`config.mk`:
```
export PLATFORM = sky130hd
export DESIGN_NAME = instruction_decoder
export DESIGN_NICKNAME = d
export VERILOG_FILES = /design/src/logic/core_isa_pkg.sv /design/src/logic/instruction_decoder.sv
export SDC_FILE = /design/constraint.sdc
export NUM_CORES = 1
export LEC_CHECK = 0
export ABC_AREA = 0
export BUFFER_PORTS_ARGS = -buffer_cell sky130_fd_sc_hd__buf_4
export CORE_MARGIN = 5
export CORE_UTILIZATION = 40
export DETAILED_ROUTE_END_ITERATION = 16
export HOLD_SLACK_MARGIN = 0.02
export PLACE_DENSITY = 0.85
export SLEW_MARGIN = 20
export SYNTH_ARGS = -nofsm -noshare
export SYNTH_HDL_FRONTEND = slang
export SYNTH_SLANG_ARGS = --single-unit
```
`constraint.sdc`:
```
create_clock -name clock -period 1.65 [get_ports clock]
set_clock_uncertainty 0.15 [all_clocks]
set_input_delay 0.33 -clock clock [delete_from_list [all_inputs] [get_ports clock]]
set_output_delay 0.33 -clock clock [all_outputs]
set_load 0.005 [all_outputs]
```
`src/logic/core_isa_pkg.sv`:
```
/*
  Instruction set of the multichannel integer core.
  Holds the opcode and execute operation encodings, the instruction field widths
  and the helpers that size channel indices. Modules refer to these by scoped name.
*/
package core_isa_pkg;

    localparam int OPCODE_WIDTH = 4;
    localparam int REG_FIELD_WIDTH = 4;
    localparam int INSTR_WIDTH = 16;
    // The LDR immediate takes every bit above field a
    localparam int IMM_WIDTH = INSTR_WIDTH - OPCODE_WIDTH - REG_FIELD_WIDTH;

    // Opcodes not listed here execute as NOP
    typedef enum logic [OPCODE_WIDTH-1:0] {
        NOP  = 4'd0,
        ADD  = 4'd1,
        SUB  = 4'd2,
        MUL  = 4'd3,
        LDR  = 4'd4,
        AND  = 4'd5,
        OR   = 4'd6,
        NOT  = 4'd7,
        SGT  = 4'd8,
        STOP = 4'd12
    } opcode_t;

    typedef enum logic [2:0] {
        ALU_ADD,
        ALU_SUB,
        ALU_MUL,
        ALU_AND,
        ALU_OR,
        ALU_NOT,
        ALU_GT,
        ALU_IMM
    } alu_op_t;

    // A single bank still gets one index bit
    function automatic int chan_bits(input int max_channels);
        return (max_channels > 1) ? $clog2(max_channels) : 1;
    endfunction

    // A channel count runs up to max_channels itself
    function automatic int count_bits(input int max_channels);
        return $clog2(max_channels + 1);
    endfunction

endpackage

```
`src/logic/instruction_decoder.sv`:
```
/*
  Instruction decoder.
  Splits each fetched word into its fields, maps the opcode onto an execute
  operation and forms register addresses inside the bank of the word's channel.
  A STOP raises stop for one cycle and the word that follows it is dropped.
*/
`timescale 1ns/10ps

module instruction_decoder #(
    parameter int MAX_CHANNELS = 4
) (
    input  logic clock,
    input  logic rst,
    input  logic [core_isa_pkg::INSTR_WIDTH-1:0] instr,
    input  logic [core_isa_pkg::chan_bits(MAX_CHANNELS)-1:0] instr_channel,
    input  logic instr_valid,
    output logic stop,
    output logic op_valid,
    output core_isa_pkg::alu_op_t alu_op,
    output logic [core_isa_pkg::chan_bits(MAX_CHANNELS)+core_isa_pkg::REG_FIELD_WIDTH-1:0] addr_a,
    output logic [core_isa_pkg::chan_bits(MAX_CHANNELS)+core_isa_pkg::REG_FIELD_WIDTH-1:0] addr_b,
    output logic [core_isa_pkg::chan_bits(MAX_CHANNELS)+core_isa_pkg::REG_FIELD_WIDTH-1:0] dest_addr,
    output logic [core_isa_pkg::IMM_WIDTH-1:0] imm
);

    localparam int OPW = core_isa_pkg::OPCODE_WIDTH;
    localparam int RFW = core_isa_pkg::REG_FIELD_WIDTH;

    core_isa_pkg::opcode_t opcode;
    core_isa_pkg::alu_op_t dec_op;
    logic [RFW-1:0] field_a;
    logic [RFW-1:0] field_b;
    logic [RFW-1:0] field_d;
    logic [RFW-1:0] dec_dest;
    logic dec_valid;
    logic accept;

    assign opcode = core_isa_pkg::opcode_t'(instr[OPW-1:0]);
    assign field_a = instr[OPW+RFW-1:OPW];
    assign field_b = instr[OPW+2*RFW-1:OPW+RFW];
    assign field_d = instr[OPW+3*RFW-1:OPW+2*RFW];

    // The word fetched behind a STOP arrives while stop is high
    assign accept = instr_valid && !stop;

    always_comb begin
        dec_valid = 1'b1;
        dec_op = core_isa_pkg::ALU_ADD;
        dec_dest = field_d;
        case (opcode)
            core_isa_pkg::ADD: dec_op = core_isa_pkg::ALU_ADD;
            core_isa_pkg::SUB: dec_op = core_isa_pkg::ALU_SUB;
            core_isa_pkg::MUL: dec_op = core_isa_pkg::ALU_MUL;
            core_isa_pkg::AND: dec_op = core_isa_pkg::ALU_AND;
            core_isa_pkg::OR:  dec_op = core_isa_pkg::ALU_OR;
            core_isa_pkg::SGT: dec_op = core_isa_pkg::ALU_GT;
            core_isa_pkg::NOT: begin
                dec_op = core_isa_pkg::ALU_NOT;
                dec_dest = field_b;
            end
            core_isa_pkg::LDR: begin
                dec_op = core_isa_pkg::ALU_IMM;
                dec_dest = field_a;
            end
            // NOP, STOP and unused codes issue nothing
            default: dec_valid = 1'b0;
        endcase
    end

    always_ff @(posedge clock) begin
        if (rst) begin
            stop <= 1'b0;
            op_valid <= 1'b0;
        end else begin
            stop <= accept && (opcode == core_isa_pkg::STOP);
            op_valid <= accept && dec_valid;
        end
    end

    // Bank select is the channel in the upper address bits
    always_ff @(posedge clock) begin
        alu_op <= dec_op;
        addr_a <= {instr_channel, field_a};
        addr_b <= {instr_channel, field_b};
        dest_addr <= {instr_channel, dec_dest};
        imm <= instr[core_isa_pkg::INSTR_WIDTH-1:OPW+RFW];
    end

endmodule

```
==> impl_metrics.ini <==
[routing]
wl_per_cell_um = 15.1
met1_length_um = 921
drtIter0Drc = 18
post-route-drc-count = 0
first_pass_iters = 4
antenna_left = 0
highest-signal-layer = met4
met2_length_um = 1200
wl_met3_um = 225
drt-total-wl_um = 2430
post_drt_via_cell_ratio = 4.85
num_vias = 781

[final_layout]
layout-drive-gt1-share = 0.425
stdcell_area_um2 = 1290
area_delta_synth_final_pct = 62.1
nFillCells = 130
diodes = 0
multiInputGateArea_um2 = 241
layout.nets = 156
regArea_um2 = 460

[sta]
period_minus_slack_ps = 1330
maxSlewHeadroom = 0.714
setup_viol = 0
finalMaxSlewViolations = 0
rsz0062_at_grt = no
fin_crit_sh = 0.806
tightest_slew_ps = 429
fmax_ghz = 0.752
timing.hold.ws_ps = 83.1
hold_viol_final = 0
fin_tns_setup_ps = 0

[global_routing]
grt_pass1_vias = 711
grt_pass1_wl_um = 3350
track_usage = 0.166
grt_max_degree = 16
antenna_found_initial = 0
grt_overflow = 0

[logic_synthesis]
ys_top_cells_by_count = dfxtp_1, buf_4, nor2_1
synth.largest_area_cell = dfxtp_1
ys_ff_latch = 23
netlist_top_cells_area = dfxtp_1, buf_4, nand2b_1
ys_warn_count = 0
ys_seq_area_frac = 0.577
synth_area_um2 = 798
synth_edf_count = 0
synth-async-reset-ratio = 0
synth_most_common_cell = dfxtp_1
yosysUniqueCellTypes = 18
synthCells = 77
ys.flop_type = dfxtp_1
netlist.area_leader.share = 0.577
syn_nets = 98
syn_avg_cell_area_um2 = 10.4

[setup_path]
crit_path_cell_trace = dlygate4sd3_1, buf_4, nand2b_1, o22ai_1, a211oi_1
critPathKind = input pin to flip-flop
cp_max_fo = 2
slowest_delay_ps = 540
r2r_end = op_valid$_SDFF_PP0_
critPathCapture = dest_addr[1]$_DFF_P_
rr_worst_depth = 3
r2r_slack_ps = 840
path_depth = 5
critPathLaunch = instr[9]
cp_slowest_cell = dlygate4sd3_1
r2r-start = stop$_SDFF_PP0_
crit_buf_inv = 2
critPathCaptureType = flip-flop
worst_ep_arrival_time_ps = 1400
startpoint_type = input pin
critPathTopFamily = buffers and inverters
required_ps = 1710

[place]
detailed_place_hpwl_um = 1480
port_buffers = 51
place_area_um2 = 1130
gp_congestion = 0.731

[pwr]
switchingPower_uw = 260
total_power_uw = 1070
switching_share = 0.243
power_leakage_uw = 0.000599
internal-power_uw = 808
powerDensity_nw_per_um2 = 825
p_comb_frac = 0.193
seqPwrFrac = 0.565
power_frac_clock = 0.242
peakVddDrop_v = 0.000523

[cts]
clk_latency_ps = 310
cts_made_buffers = 3
cts_resized = 0
hold_buffers = 14
cts.sinks = 23
htree_levels = 1
clkTransAtPathRegs_ps = 130
cts_tree = yes
cts_buffer_depth = 2
clockRootBuffer = clkbuf_4
cts_setup_buffers = 0

[die]
die_h_um = 54.7
die_area_um2 = 2990
rows = 16
start_util = 0.415
io_pins = 52
die_w_um = 54.7
coreArea_um2 = 1920

[hold_path]
hp-class = input pin to flip-flop

[status]
run_status = finished clean

[flow_run]
maxCapViolCount = 0
per-stage QoR:
step / worst slack (ps) / util / cells
after floorplan: 310 / - / 77
after global placement: 204 / 0.586 / 143
after detailed placement: 169 / 0.586 / 143
after CTS: 329 / 0.673 / 161
after global routing: 281 / 0.673 / 161
final: 319 / 0.673 / 161
final cells by class:
cell class	instances	area share
timing repair buffer	66	0.410
sequential	23	0.356
multi-input combinational	41	0.187
tap	27	0.0261
clock buffer	3	0.0174
clock inverter	1	0.00387
kinds of logic (layout without fill, tap and decap cells):
family	count (synthesis)	in the layout	share of synthesized area
buffers and inverters	13	70	0.121
DFF	23	23	0.577
AOI/OAI and AO/OA	15	15	0.118
xor gates and xnor gates	2	2	0.0219
and+or+nand+nor	24	24	0.163
how the worst min path moves through the flow:
stage	cells past startpoint	startpoint	slack, ps	end
final	2	instr[3]	80	alu_op[0]$_DFF_P_
after global routing	2	instr[3]	70	alu_op[0]$_DFF_P_
after CTS	2	instr[3]	80	alu_op[0]$_DFF_P_
after detailed placement	1	instr_channel[1]	290	addr_a[5]$_DFF_P_
after global placement	1	instr_channel[1]	280	addr_a[5]$_DFF_P_
after floorplan	0	instr[4]	210	addr_a[0]$_DFF_P_
sequential cells by signal (all words and copies together) (netlist names):
name       flops
addr_a         5
imm            8
dest_addr      5
stop           1
alu_op         3
op_valid       1
placed cells by master (no fill, tap or decap), drive strengths merged:
master,count
nand2,3
dlygate4sd3,14
nor3b,1
clkbuf,3
nor3,1
or4b,1
o32ai,1
nand4bb,1
nor2b,1
a211oi,4
dfxtp,23
o21ai,1
a21oi,5
nor2,10
buf,52
nand2b,6
clkinv,1
xor2,2
o22ai,4
power groups by stage:
stage          clock network, uW  logic, uW  registers (uW)
6_report                     259        206             603
2_1_floorplan                  0       68.9             618
3_3_place_gp                   0        169             613
3_5_place_dp                   0        174             613
5_1_grt                      287        221             606
4_1_cts                      257        202             601
metal layers:
layer,track usage,up-vias
met5,0,-
li1,-,369
met2,0.289,47
met3,0.0245,8
met1,0.180,357
met4,0.116,0
Note: power is estimated with default switching activity, not from simulation.
