<file path="src/logic/core_isa_pkg.sv">
/*
  Instruction set of the multichannel integer core.
  Holds the opcode and execute operation encodings, the instruction field widths
  and the helpers that size channel indices. Modules refer to these by scoped name.
*/
package core_isa_pkg;

    localparam int OPCODE_WIDTH = 4;
    localparam int REG_FIELD_WIDTH = 4;
    localparam int INSTR_WIDTH = 16;
    // The LDR immediate takes every bit above field a
    localparam int IMM_WIDTH = INSTR_WIDTH - OPCODE_WIDTH - REG_FIELD_WIDTH;

    // Opcodes not listed here execute as NOP
    typedef enum logic [OPCODE_WIDTH-1:0] {
        NOP  = 4'd0,
        ADD  = 4'd1,
        SUB  = 4'd2,
        MUL  = 4'd3,
        LDR  = 4'd4,
        AND  = 4'd5,
        OR   = 4'd6,
        NOT  = 4'd7,
        SGT  = 4'd8,
        STOP = 4'd12
    } opcode_t;

    typedef enum logic [2:0] {
        ALU_ADD,
        ALU_SUB,
        ALU_MUL,
        ALU_AND,
        ALU_OR,
        ALU_NOT,
        ALU_GT,
        ALU_IMM
    } alu_op_t;

    // A single bank still gets one index bit
    function automatic int chan_bits(input int max_channels);
        return (max_channels > 1) ? $clog2(max_channels) : 1;
    endfunction

    // A channel count runs up to max_channels itself
    function automatic int count_bits(input int max_channels);
        return $clog2(max_channels + 1);
    endfunction

endpackage

</file>
<file path="src/logic/register_file.sv">
/*
  Banked register file, sixteen registers per channel.
  Reads both operands for the decoded instruction in one registered cycle and
  forwards its control to execute. Takes the write-back and serves host readback.
*/
`timescale 1ns/10ps

module register_file #(
    parameter int DATA_WIDTH = 16,
    parameter int MAX_CHANNELS = 4
) (
    input  logic clock,
    input  logic rst,
    input  logic op_valid,
    input  core_isa_pkg::alu_op_t alu_op,
    input  logic [core_isa_pkg::chan_bits(MAX_CHANNELS)+core_isa_pkg::REG_FIELD_WIDTH-1:0] addr_a,
    input  logic [core_isa_pkg::chan_bits(MAX_CHANNELS)+core_isa_pkg::REG_FIELD_WIDTH-1:0] addr_b,
    input  logic [core_isa_pkg::chan_bits(MAX_CHANNELS)+core_isa_pkg::REG_FIELD_WIDTH-1:0] dest_addr,
    input  logic [core_isa_pkg::IMM_WIDTH-1:0] imm,
    input  logic wr_en,
    input  logic [core_isa_pkg::chan_bits(MAX_CHANNELS)+core_isa_pkg::REG_FIELD_WIDTH-1:0] wr_addr,
    input  logic [DATA_WIDTH-1:0] wr_data,
    input  logic [core_isa_pkg::chan_bits(MAX_CHANNELS)+core_isa_pkg::REG_FIELD_WIDTH-1:0] read_addr,
    output logic exe_valid,
    output core_isa_pkg::alu_op_t exe_op,
    output logic [DATA_WIDTH-1:0] operand_a,
    output logic [DATA_WIDTH-1:0] operand_b,
    output logic [core_isa_pkg::chan_bits(MAX_CHANNELS)+core_isa_pkg::REG_FIELD_WIDTH-1:0] exe_dest,
    output logic [core_isa_pkg::IMM_WIDTH-1:0] exe_imm,
    output logic [DATA_WIDTH-1:0] read_data
);

    localparam int NUM_REGS = 2 ** (core_isa_pkg::chan_bits(MAX_CHANNELS) +
                                    core_isa_pkg::REG_FIELD_WIDTH);

    logic [DATA_WIDTH-1:0] regs [NUM_REGS];

    always_ff @(posedge clock) begin
        if (rst) begin
            for (int i = 0; i < NUM_REGS; i++) begin
                regs[i] <= '0;
            end
        end else if (wr_en) begin
            regs[wr_addr] <= wr_data;
        end
    end

    always_ff @(posedge clock) begin
        if (rst) begin
            exe_valid <= 1'b0;
        end else begin
            exe_valid <= op_valid;
        end
    end

    always_ff @(posedge clock) begin
        operand_a <= regs[addr_a];
        operand_b <= regs[addr_b];
        exe_op <= alu_op;
        exe_dest <= dest_addr;
        exe_imm <= imm;
    end

    // Host readback is only meaningful once the core is idle
    assign read_data = regs[read_addr];

endmodule

</file>
<file path="config.mk">
export PLATFORM = sky130hd
export DESIGN_NAME = register_file
export DESIGN_NICKNAME = d
export VERILOG_FILES = /design/src/logic/core_isa_pkg.sv /design/src/logic/register_file.sv
export SDC_FILE = /design/constraint.sdc
export NUM_CORES = 2
export LEC_CHECK = 0
export BUFFER_PORTS_ARGS = -buffer_cell sky130_fd_sc_hd__buf_4
export CAP_MARGIN = 40
export CELL_PAD_IN_SITES_DETAIL_PLACEMENT = 1
export CELL_PAD_IN_SITES_GLOBAL_PLACEMENT = 1
export CORE_ASPECT_RATIO = 1.1
export CORE_MARGIN = 3
export CORE_UTILIZATION = 46
export CTS_CLUSTER_DIAMETER = 40
export DETAILED_ROUTE_END_ITERATION = 6
export PLACE_DENSITY = 0.73
export SKIP_CTS_REPAIR_TIMING = 1
export SLEW_MARGIN = 20
export SYNTH_ARGS = -nofsm -noshare
export SYNTH_HDL_FRONTEND = slang
export SYNTH_SLANG_ARGS = --single-unit
export TNS_END_PERCENT = 30
</file>
<file path="constraint.sdc">
create_clock -name clock -period 1.71 [get_ports clock]
set_input_delay 0.0855 -clock clock [delete_from_list [all_inputs] [get_ports clock]]
set_output_delay 0.0855 -clock clock [all_outputs]
set_load 0.02 [all_outputs]
</file>
==> key figures <==
Routing
  • Residual DRC: 22
  • Initial DRC Count: 8892
  • Post-route ant nets: 0
  • Vias: 52600
  • Drt wl/cell: 39.8 um
  • TritonRoute pass-1 iters: 7
  • Avg Vias per Cell: 6.96
  • Total wire length: 301000 um

Logic synthesis
  • Post-synthesis xor/xnor area fraction: 0
  • Synth Area in Adders: 0
  • Post-synthesis mux area share: 0.294
  • Largest family of logic cells by synthesized area: multiplexers
  • Post-synthesis sequential area ratio: 0.494
  • EDFF count, synth: 1024
  • Synth Area in Compound Gates: 0.0454
  • Yosys cell types: 48
  • Post-synth net total: 4414
  • #FFs+latches synth: 1074
  • Post-Syn Area per Cell: 14.8 um^2
  • Ys flop type: edfxtp_1
  • Post-Syn Instances: 4353
  • Synth Area in Simple Gates: 0.133
  • Synth warnings: 0
  • Synth Cell Area: 64300 um^2
  • FFs w/ async S/R, synth: 0

Power
  • Flop pwr share: 0.377
  • Leakage power: 32.1 nW
  • Comb pwr share: 0.183
  • Clock power share: 0.440
  • Switching share of total power: 0.290
  • Peak VDD IR: 1.16 mV
  • Switching Power: 0.0244 W
  • Pwr dens: 983 nW/um^2
  • Total power: 0.0841 W
  • Internal power: 0.0597 W

Floorplan
  • Site Rows: 143
  • Initial Utilization: 0.465
  • Ports: 127
  • Die X: 363 um
  • Chip height: 398 um
  • CORE AREA: 138000 um^2
  • Die area: 144000 um^2

Cells and area
  • Nets@finish: 5633
  • Final std cells w/o fill: 7556
  • Reg area: 31800 um^2
  • Multi-input gate area: 31400 um^2
  • Fillers: 12800
  • Area Growth Syn to Fin: 33.0%
  • Share of layout cells above drive strength 1: 0.476

CTS
  • Max Buffers Root-to-Sink: 3
  • CTS Root Cell: clkbuf_16
  • CTS clk-pin slew, worst paths: 0.06 ns
  • TritonCTS Buffers: 175
  • Worst-Skew Late Latency: 0.85 ns
  • CTS tree: yes
  • CTS sink count: 1074
  • H-tree depth: 4

Placed design
  • I/O Buffers: 126
  • Placer Congestion: 1.09
  • Place WS: -1.21 ns
  • Placed cells: 7115
  • Detailed Place HPWL: 212000 um

Critical path
  • Critical path data required time: 1.62 ns
  • Arrival time of the worst setup path: 3.05 ns
  • Worst r2r path cells: 6
  • Crit. End Element: primary output
  • R2R Path End: operand_b[4]
  • Crit Path Class: reg2out
  • Startpoint types: flop
  • Setup crit end: read_data[4]
  • Crit Path Max Fanout: 3
  • Critical path startpoint: regs[52][4]
  • Reg2Reg Launch Point: regs[23][4]
  • Flop2flop setup slack: -0.66 ns

Global routing
  • Tot GR Track Use: 0.409
  • Number of antenna violations at the first check in global routing: 37
  • Largest net degree at the start of global routing: 66
  • First-pass GRT wire length: 412000 um
  • GR Overflow Total: 0
  • Vias in the first global route: 53000

STA
  • Final worst-path cycle share: 1.83
  • Least-Margin Pin Slew: 0.969 ns
  • RSZ-0062 raised after global routing: true
  • Relative slew slack: 0.347
  • Final setup viols: 50
  • Fin. max-slew vios: 0
  • Final worst slack: -1.43 ns
  • Tmin final: 3.14 ns
  • Clock skew: 0.0407 ns
  • Top achievable clock speed: 319 MHz
  • Fin. Hold Viols: 0
  • Setup TNS: -31.81 ns

Status
  • Failing checks: DRC, setup timing
  • Status: finished with violations

Job
  • Max-cap viol count: 0

Worst hold path
  • Hold Path Class: in2reg
-- sequential cells by signal (all words and copies together) (netlist names) --
register   flops
exe_dest       6
exe_imm        8
exe_op         3
exe_valid      1
operand_a     16
operand_b     16
regs        1024
-- worst max-delay path, stage by stage (launching register included) --
cell and delay, ns:
edfxtp_1 0.43, mux4_2 0.48, o21ai_0 0.77, nor3_2 0.09
a22o_4 0.31, buf_6 0.14
-- area by class of cell --
cell class              count  area share
multi-input cells        2811       0.367
well taps                1812      0.0265
clock inverters           136      0.0176
diodes                     19    0.000556
repair buffers           1508       0.164
flip-flops and latches   1074       0.371
inverters                   2   0.0000877
clock buffers             194      0.0530
-- power by group through the flow --
| stage | Sequential (W) | Combinational [W] | Clock [W] |
|---|---|---|---|
| finish | 0.0317 | 0.0154 | 0.0370 |
| global route | 0.0317 | 0.0155 | 0.0383 |
| CTS | 0.0316 | 0.0140 | 0.0370 |
| detailed placement | 0.0320 | 0.0139 | 0 |
| global placement | 0.0319 | 0.0136 | 0 |
| floorplan | 0.0316 | 0.00637 | 0 |
-- cells in the mapped netlist (all sizes together), types with 8 or more instances --
cell type | number | share of area
a21oi | 16 | 0.0012
a22o | 26 | 0.0035
or2 | 68 | 0.0066
mux2i | 194 | 0.030
nor3 | 15 | 0.0013
mux4 | 737 | 0.26
a31oi | 18 | 0.0018
a211oi | 27 | 0.0032
a221oi | 19 | 0.0026
o211ai | 56 | 0.0065
and2 | 1030 | 0.10
clkbuf | 276 | 0.016
nor2b | 41 | 0.0040
a22oi | 80 | 0.0093
o221ai | 12 | 0.0016
nand2b | 38 | 0.0037
nand2 | 46 | 0.0027
mux2 | 26 | 0.0046
dfxtp | 50 | 0.016
nand3b | 8 | 0.00093
buf | 190 | 0.019
o22ai | 86 | 0.0084
and3 | 20 | 0.0019
o21ai | 76 | 0.0059
nand3 | 30 | 0.0023
edfxtp | 1024 | 0.48
nor2 | 114 | 0.0067
-- kinds of logic (layout without fill, tap and decap cells) --
logic type | after synthesis | count (layout)
other | 0 | 19
AND/OR/NAND/NOR | 1429 | 1429
flip-flops | 1074 | 1074
multiplexers | 957 | 957
buffers and inverters | 468 | 1840
AO/OA/AOI/OAI | 425 | 425
-- cell usage in the layout, fill, tap and decap left out, types with 22 or more instances in the layout --
cell type | synthesis | routed
dfxtp_1 | 50 | 48
clkinvlp_4 | 0 | 22
nor2b_1 | 41 | 30
clkbuf_16 | 0 | 180
mux2i_1 | 194 | 180
buf_4 | 46 | 1208
dlygate4sd3_1 | 0 | 51
o21ai_0 | 72 | 52
buf_12 | 3 | 190
edfxtp_1 | 1024 | 1024
o211ai_1 | 56 | 56
nand2b_1 | 38 | 33
a22oi_1 | 80 | 75
buf_6 | 21 | 48
nor2_1 | 114 | 113
o22ai_1 | 86 | 56
mux4_2 | 718 | 720
nand2_1 | 46 | 42
or2_2 | 68 | 65
and2_1 | 1030 | 1030
nand3_1 | 30 | 27
inv_6 | 0 | 34
o22ai_2 | 0 | 27
-- per-layer routing --
layer | part of all wire | vias to the layer above | GRT usage
met5 | 0.0012 | - | 0
met2 | 0.45 | 4591 | 0.619
li1 | - | 19700 | -
met3 | 0.14 | 1108 | 0.155
met4 | 0.084 | 28 | 0.270
met1 | 0.33 | 27100 | 0.489
-- stage by stage --
| stage | hold slack, ns | util | instance area, um^2 |
|---|---|---|---|
| after floorplan | 0.113 | - | 64400 |
| after global placement | 0.190 | 0.559 | 77400 |
| after detailed placement | 0.191 | 0.560 | 77500 |
| after CTS | -0.672 | 0.603 | 83500 |
| after global routing | 0.00731 | 0.618 | 85500 |
| final | 0.0105 | 0.618 | 85600 |
-- how the worst min path moves through the flow --
stage	start	slack [ns]	end	cells after the start
final	wr_data[1]	0.01	regs[30][1]	3
after global routing	wr_data[1]	0.007	regs[29][1]	3
after CTS	alu_op[0]	-0.67	exe_op[0]	1
after detailed placement	imm[6]	0.19	exe_imm[6]	1
after global placement	dest_addr[0]	0.19	exe_dest[0]	1
after floorplan	dest_addr[0]	0.11	exe_dest[0]	0
(Power assumes the default switching activity.)
