===== config.mk =====
export PLATFORM = sky130hd
export DESIGN_NAME = alu_stage
export DESIGN_NICKNAME = d
export VERILOG_FILES = /design/src/logic/core_isa_pkg.sv /design/src/logic/alu_stage.sv
export SDC_FILE = /design/constraint.sdc
export NUM_CORES = 1
export LEC_CHECK = 0
export BUFFER_PORTS_ARGS = -buffer_cell sky130_fd_sc_hd__buf_2
export CAP_MARGIN = 30
export CORE_MARGIN = 5
export CORE_UTILIZATION = 40
export DETAILED_ROUTE_END_ITERATION = 6
export PLACE_DENSITY = 0.71
export SLEW_MARGIN = 40
export SYNTH_ARGS = -nofsm -noshare
export SYNTH_HDL_FRONTEND = slang
export SYNTH_SLANG_ARGS = --single-unit

===== constraint.sdc =====
create_clock -name clock -period 5.4 [get_ports clock]
set_input_delay 0 -clock clock [delete_from_list [all_inputs] [get_ports clock]]
set_output_delay 0 -clock clock [all_outputs]
set_load 0.05 [all_outputs]

===== src/logic/core_isa_pkg.sv =====
/*
  Instruction set of the multichannel integer core.
  Holds the opcode and execute operation encodings, the instruction field widths
  and the helpers that size channel indices. Modules refer to these by scoped name.
*/
package core_isa_pkg;

    localparam int OPCODE_WIDTH = 4;
    localparam int REG_FIELD_WIDTH = 4;
    localparam int INSTR_WIDTH = 16;
    // The LDR immediate takes every bit above field a
    localparam int IMM_WIDTH = INSTR_WIDTH - OPCODE_WIDTH - REG_FIELD_WIDTH;

    // Opcodes not listed here execute as NOP
    typedef enum logic [OPCODE_WIDTH-1:0] {
        NOP  = 4'd0,
        ADD  = 4'd1,
        SUB  = 4'd2,
        MUL  = 4'd3,
        LDR  = 4'd4,
        AND  = 4'd5,
        OR   = 4'd6,
        NOT  = 4'd7,
        SGT  = 4'd8,
        STOP = 4'd12
    } opcode_t;

    typedef enum logic [2:0] {
        ALU_ADD,
        ALU_SUB,
        ALU_MUL,
        ALU_AND,
        ALU_OR,
        ALU_NOT,
        ALU_GT,
        ALU_IMM
    } alu_op_t;

    // A single bank still gets one index bit
    function automatic int chan_bits(input int max_channels);
        return (max_channels > 1) ? $clog2(max_channels) : 1;
    endfunction

    // A channel count runs up to max_channels itself
    function automatic int count_bits(input int max_channels);
        return $clog2(max_channels + 1);
    endfunction

endpackage


===== src/logic/alu_stage.sv =====
/*
  Execute stage.
  Computes one result per cycle from the forwarded operands and drives the
  write-back into the register file one cycle later.
*/
`timescale 1ns/10ps

module alu_stage #(
    parameter int DATA_WIDTH = 16,
    parameter int MAX_CHANNELS = 4
) (
    input  logic clock,
    input  logic rst,
    input  logic exe_valid,
    input  core_isa_pkg::alu_op_t exe_op,
    input  logic [DATA_WIDTH-1:0] operand_a,
    input  logic [DATA_WIDTH-1:0] operand_b,
    input  logic [core_isa_pkg::chan_bits(MAX_CHANNELS)+core_isa_pkg::REG_FIELD_WIDTH-1:0] exe_dest,
    input  logic [core_isa_pkg::IMM_WIDTH-1:0] exe_imm,
    output logic wr_en,
    output logic [core_isa_pkg::chan_bits(MAX_CHANNELS)+core_isa_pkg::REG_FIELD_WIDTH-1:0] wr_addr,
    output logic [DATA_WIDTH-1:0] wr_data
);

    logic [DATA_WIDTH-1:0] result;

    // Arithmetic wraps and keeps only the low DATA_WIDTH bits
    always_comb begin
        case (exe_op)
            core_isa_pkg::ALU_ADD: result = operand_a + operand_b;
            core_isa_pkg::ALU_SUB: result = operand_a - operand_b;
            core_isa_pkg::ALU_MUL: result = operand_a * operand_b;
            core_isa_pkg::ALU_AND: result = operand_a & operand_b;
            core_isa_pkg::ALU_OR:  result = operand_a | operand_b;
            core_isa_pkg::ALU_NOT: result = ~operand_a;
            // Unsigned compare
            core_isa_pkg::ALU_GT:  result = DATA_WIDTH'(operand_a > operand_b);
            core_isa_pkg::ALU_IMM: result = DATA_WIDTH'(exe_imm);
            default:               result = '0;
        endcase
    end

    always_ff @(posedge clock) begin
        if (rst) begin
            wr_en <= 1'b0;
        end else begin
            wr_en <= exe_valid;
        end
    end

    always_ff @(posedge clock) begin
        wr_addr <= exe_dest;
        wr_data <= result;
    end

endmodule


==> flow_summary.ini, run 1 <==
[run_status]
status = finished, final reports clean

[timing]
timing_max_transition_violations_final = 0
fin_hold_ws_ps = 212.9
rsz0062_at_grt = no
setup_tns_ps = 0
setup_violations = 0
post-route-min-period_ps = 5128
final_hold_viol_count = 0
worst_slew_pin_tran_ps = 760.5
fmax_mhz = 195.0
final_min_period_over_clock_period = 0.9496
maxSlewHeadroom = 0.4891

[yosys]
synth_flop_cell = dfxtp_1
post_synth.cell_area_avg_um2 = 7.711
synth.area.top_cells = fa_1 24%, ha_1 18%, inv_1 8.9%
synth_edf_count = 0
synth_largest_type_area_fraction = 0.2430
postSynth.asyncResetShare = 0
postSynthNetCount = 1107
yosys_warnings = 0
synth-seq-cells = 23
yosys.area.top_type = fa_1
synthCells = 876
yosysSeqAreaShare = 0.06816
synth_cell_types = 61
mappedNetlistArea_um2 = 6755

[critical_path]
worst_setup_path_start_kind = primary input
path_max_fanout = 6
timing.critical_path.from = operand_b[1]
critical_path_endpoint_category = register
worstSetupEndpoint = wr_data[15]$_DFF_P_
criticalPathCategory = in -> reg
critical_path_arrival_ps = 5260
cp_data_required_time_ps = 5530

[grt]
grt_start_max_net_pins = 34
antenna_violations_before_repair = 1
wire_length_of_the_first_global_routing_pass_um = 34930
overall_routing_resource_usage = 0.2210
grt_remaining_overflow = 0
first_global_vias = 6617

[die]
placementRows = 47
die_height_um = 140.0
core_um2 = 16580
ioPinCount = 75
effective_utilization_at_floorplan = 0.4073
die_width_um = 140.0
fp.dieArea_um2 = 19590

[drt]
drt_first_iter_violations = 554
postRouteAntennaNets = 0
drt_pre_antenna_iters = 5
drcViolationCount = 0
avgRoutedWirePerCell_um = 17.97
dr_total_vias = 6549
wl_um = 21760
via_to_cell_ratio = 5.408

[layout]
layout.cells.most_common = inv_1
highest_count_cells_in_the_layout_ignoring_fill_and_taps = 160 x inv_1, 110 x nor2_1, 97 x ha_1
final_layout_fill_cell_count = 1677
fin_nets = 1223
antenna_cells_inserted = 0
flow.area_growth_from_synthesis_pct = 16.73
post_route_cells_drive_above_1_share = 0.1524
seq_area_um2 = 460.4
multi_input_comb_area_um2 = 5557

[placed_design]
io_buffers = 74
final_estimated_routing_congestion_in_global_placement = 0.9691
post-dp-hpwl_um = 18530

[clock_network]
clock_sinks = 23
clockRootBuffer = clkbuf_16
clock_pin_transition_on_the_worst_setup_and_hold_timing_paths_ps = 60
max-clock-path-buffers = 2
clock_tree.htree_level_count = 1
cts-buffers-inserted = 3
tritoncts_clock_tree = built

[power_and_ir_drop]
p_clk_frac = 0.053
power_report.internal_total_mw = 1.470
sw_frac_of_total = 0.5093
p_per_area_nw_per_um2 = 379.9
seq_power_share = 0.073
power.share.combinational = 0.874
net-switching-power_mw = 1.526
power.ir.vdd_worst_mv = 0.2950
leakagePower_nw = 3.999

[min_path]
timing.hold.worst.class = in -> reg
whs_path_depth = 4

[job]
drv_cap = 0
[power by group through the flow]
stage          logic (mW)  clock network (mW)  registers, mW
3_5_place_dp         2.58                   0          0.223
6_report             2.62               0.158          0.219
3_3_place_gp         2.57                   0          0.224
2_1_floorplan        1.75                   0          0.360
4_1_cts              2.60               0.162          0.220
5_1_grt              2.93               0.172          0.224
[metrics by stage]
step	total power [mW]	setup slack (ps)	util	area (µm²)	cells
6_report	2.996	272.3	0.4755	7885	1211
4_1_cts	2.985	228.5	0.4751	7879	1211
5_1_grt	3.326	7.677	0.4755	7885	1211
3_3_place_gp	2.792	29.03	0.4654	7719	1199
2_1_floorplan	2.112	286.5	-	6755	876
3_5_place_dp	2.807	-28.65	0.4654	7719	1199
[timing repair]
| item | 4_1_cts | 5_1_grt |
|---|---|---|
| hold endpoints to repair | 7 | 0 |
| endpoints found under the setup margin | 0 | 2 |
| buffers inserted | 0 | 0 |
| resized for setup | 0 | 3 |
| hold buffers | 8 | 0 |
[worst max-delay path, stage by stage]
cell and delay (ps):
buf_2 180, clkinv_1 140, nor2_1 70, fa_1 550
inv_1 60, fa_1 440, fa_1 450, fa_1 490
inv_1 50, fa_1 520, inv_1 50, fa_1 510
inv_1 60, ha_1 290, a21o_1 170, a221o_1 390
a31oi_1 230, xnor2_1 110, a221oi_1 350, o221ai_2 140
[worst min path at each step]
stage                start                  to  slack [ps]
5_1_grt         exe_imm[1]  wr_data[1]$_DFF_P_         240
2_1_floorplan  exe_dest[0]  wr_addr[0]$_DFF_P_          30
4_1_cts         exe_imm[1]  wr_data[1]$_DFF_P_         210
3_5_place_dp   exe_dest[4]  wr_addr[4]$_DFF_P_         100
6_report        exe_imm[1]  wr_data[1]$_DFF_P_         210
3_3_place_gp   exe_dest[0]  wr_addr[0]$_DFF_P_         100
[cell usage after synthesis (4+ instances only)]
cell type	number
o21bai_1	5
ha_1	97
dfxtp_1	23
a21boi_0	4
o21ai_0	37
clkbuf_1	22
a21oi_1	50
a31oi_1	5
nor4_1	5
or3_1	6
clkinv_1	7
nand2_1	93
nor2_1	111
nor3_1	16
fa_1	82
xnor2_1	30
mux2i_1	5
a211oi_1	10
nand2b_1	6
buf_2	4
inv_1	161
o22ai_1	5
a221oi_1	7
nor2b_1	10
o211ai_1	5
xor2_1	11
a21o_1	5
[kinds of logic (layout without fill, tap and decap cells)]
family	count (synthesis)	count (layout)	share of synthesized area
simple gates	254	254	0.1576
compound gates	174	174	0.1724
mux	9	9	0.01630
buf+inv	196	311	0.1097
fa+ha+maj	179	179	0.4227
flops	23	23	0.06816
xor+xnor	41	41	0.05316
[flip-flops by register name, indices dropped and copies added, names as in the netlist]
signal   cells
wr_en        1
wr_data     16
wr_addr      6
[metal layers]
layer,GRT usage,part of all wire,vias to the layer above
li1,-,-,3075
met1,0.3019,0.42,3135
met2,0.3583,0.46,298
met3,0.05249,0.099,39
met4,0.04844,0.020,2
met5,0,0.00037,-
[area by class of cell]
class                      count  share of cell area
clock buffer                   3            0.009521
inverter                     168             0.08045
multi-input combinational    657              0.7047
timing repair buffer         139              0.1114
tap                          220             0.03491
clock inverter                 1           0.0006347
sequential                    23             0.05839
(Power assumes the default switching activity.)
==> run 2, diff against run 1 <==
--- a/config.mk
+++ b/config.mk
@@ -10,8 +10,8 @@
 export CORE_MARGIN = 5
 export CORE_UTILIZATION = 40
 export DETAILED_ROUTE_END_ITERATION = 6
-export PLACE_DENSITY = 0.71
-export SLEW_MARGIN = 40
+export PLACE_DENSITY = 0.63
+export SLEW_MARGIN = 20
 export SYNTH_ARGS = -nofsm -noshare
 export SYNTH_HDL_FRONTEND = slang
 export SYNTH_SLANG_ARGS = --single-unit
==> flow_summary.ini, run 2 (synthesis results as in run 1) <==
[run_status]
status = finished, final reports clean

[drt]
drt_pre_antenna_iters = 5
drcViolationCount = 0
wl_um = 22000
postRouteAntennaNets = 0
avgRoutedWirePerCell_um = 18.23
drt_first_iter_violations = 513
dr_total_vias = 6528
via_to_cell_ratio = 5.408

[critical_path]
worst_setup_path_start_kind = primary input
critPathTopFamily = adder cells
cp_data_required_time_ps = 5530
timing.critical_path.slowest_stage_cell = fa_1
critical_path_endpoint_category = register
path_max_fanout = 7
worstPathBufferInverterCount = 4
timing.critical_path.slowest_cell_delay_ps = 570
critical_path_arrival_ps = 5260
critical_path_s_most_frequent_cell = fa_1
criticalPathCategory = in -> reg
critical_path.cell_chain = buf_2 -> nand2_1 -> fa_1 -> fa_1 -> fa_1 -> fa_1 -> inv_1 -> fa_1 -> inv_1 -> fa_1 -> inv_1 -> ha_1 -> a21o_1 -> a221o_1 -> a31oi_1 -> xnor2_1 -> a221oi_1 -> o221ai_2

[power_and_ir_drop]
net-switching-power_mw = 1.613
sw_frac_of_total = 0.5246
power_report.internal_total_mw = 1.462
p_clk_frac = 0.051
p_per_area_nw_per_um2 = 391.3
power.ir.vdd_worst_mv = 0.2857
seq_power_share = 0.071
power.share.combinational = 0.878
leakagePower_nw = 3.983
power_mw = 3.075

[layout]
design_area_um2 = 7856
layout_top_registers = wr_data x16, wr_addr x6, wr_en x1
flow.area_growth_from_synthesis_pct = 16.30
antenna_cells_inserted = 0
layout.cells.most_common = inv_1
post_route_cells_drive_above_1_share = 0.1499
largest_register_by_flop_count = wr_data
highest_count_cells_in_the_layout_ignoring_fill_and_taps = 159 x inv_1, 111 x nor2_1, 97 x ha_1
flip_flop_count_of_the_largest_register_all_copies_and_words_added = 16
fin_nets = 1219
final_layout_fill_cell_count = 1654

[clock_network]
clock_pin_transition_on_the_worst_setup_and_hold_timing_paths_ps = 60
cts-buffers-inserted = 3
clockRootBuffer = clkbuf_16
clock_sinks = 23
max-clock-path-buffers = 2
clock_tree.htree_level_count = 1
tritoncts_clock_tree = built

[grt]
grt_remaining_overflow = 0
first_global_vias = 6598
overall_routing_resource_usage = 0.2238
wire_length_of_the_first_global_routing_pass_um = 35020
antenna_violations_before_repair = 0
grt_start_max_net_pins = 53

[timing]
maxSlewHeadroom = 0.4520
post-route-min-period_ps = 5132
fmax_mhz = 194.9
final_hold_viol_count = 0
final_min_period_over_clock_period = 0.9503
timing_max_transition_violations_final = 0
rsz0062_at_grt = no
worst_slew_pin_tran_ps = 819.0
setup_violations = 0

[die]
ioPinCount = 75
die_width_um = 140.0
core_um2 = 16580
fp.dieArea_um2 = 19590
placementRows = 47
die_height_um = 140.0
effective_utilization_at_floorplan = 0.4073

[job]
drv_cap = 0

[placed_design]
dpl_cell_area_um2 = 7689
post-dp-hpwl_um = 18590
io_buffers = 74
final_estimated_routing_congestion_in_global_placement = 0.9891

[min_path]
hold_path.startpoint = exe_imm[1]
timing.hold.worst.class = in -> reg
min_to = wr_data[1]$_DFF_P_
whs_path_depth = 4
-- run 2: how the worst max path moves through the flow --
stage                 start                  end  slack (ps)  depth (start not counted)
6_report       operand_b[1]  wr_data[15]$_DFF_P_         270                         18
5_1_grt        operand_b[1]  wr_data[15]$_DFF_P_          20                         20
4_1_cts        operand_a[7]  wr_data[15]$_DFF_P_         220                         20
3_5_place_dp   operand_a[7]  wr_data[15]$_DFF_P_         -80                         20
3_3_place_gp   operand_a[7]  wr_data[15]$_DFF_P_          30                         20
2_1_floorplan  operand_b[1]  wr_data[15]$_DFF_P_         290                         20
-- run 2: area by class of cell --
cell class | count | area [µm²] | area share
Clock buffer | 3 | 75.07 | 0.009556
Timing Repair Buffer | 135 | 848.3 | 0.1080
Clock inverter | 1 | 5.005 | 0.0006370
Sequential cell | 23 | 460.4 | 0.05861
Tap cell | 220 | 275.3 | 0.03504
Multi-Input combinational cell | 657 | 5562 | 0.7079
Inverter | 168 | 630.6 | 0.08027
-- run 2: routing by layer --
layer	vias to the layer above	GRT usage	routed length, µm
met3	47	0.03613	2093
met2	317	0.3603	10090
met1	3098	0.3122	9156
li1	3066	-	-
met4	0	0.06374	663
met5	-	0	0
-- run 2: repair_timing --
action / 4_1_cts / 5_1_grt
endpoints found under the hold margin: 7 / 0
resized for setup: 0 / 5
buffers inserted: 0 / 0
endpoints found under the setup margin: 0 / 4
hold buffers: 8 / 0
-- run 2: per-stage QoR --
stage	hold slack (ps)	util	cells	TNS, ps	setup slack (ps)
global route	239.1	0.4737	1207	0	15.91
CTS	206.4	0.4733	1207	0	216.5
floorplan	27.72	-	876	0	286.5
global placement	102.4	0.4636	1195	0	29.36
finish	216.6	0.4737	1207	0	268.2
detailed placement	104.5	0.4636	1195	-78.94	-78.94
-- run 2: power by group through the flow --
stage	registers (mW)	logic, mW	clock network (mW)
floorplan	0.360	1.75	0
global placement	0.221	2.65	0
detailed placement	0.222	2.68	0
CTS	0.218	2.70	0.162
global route	0.223	3.02	0.170
finish	0.217	2.70	0.157
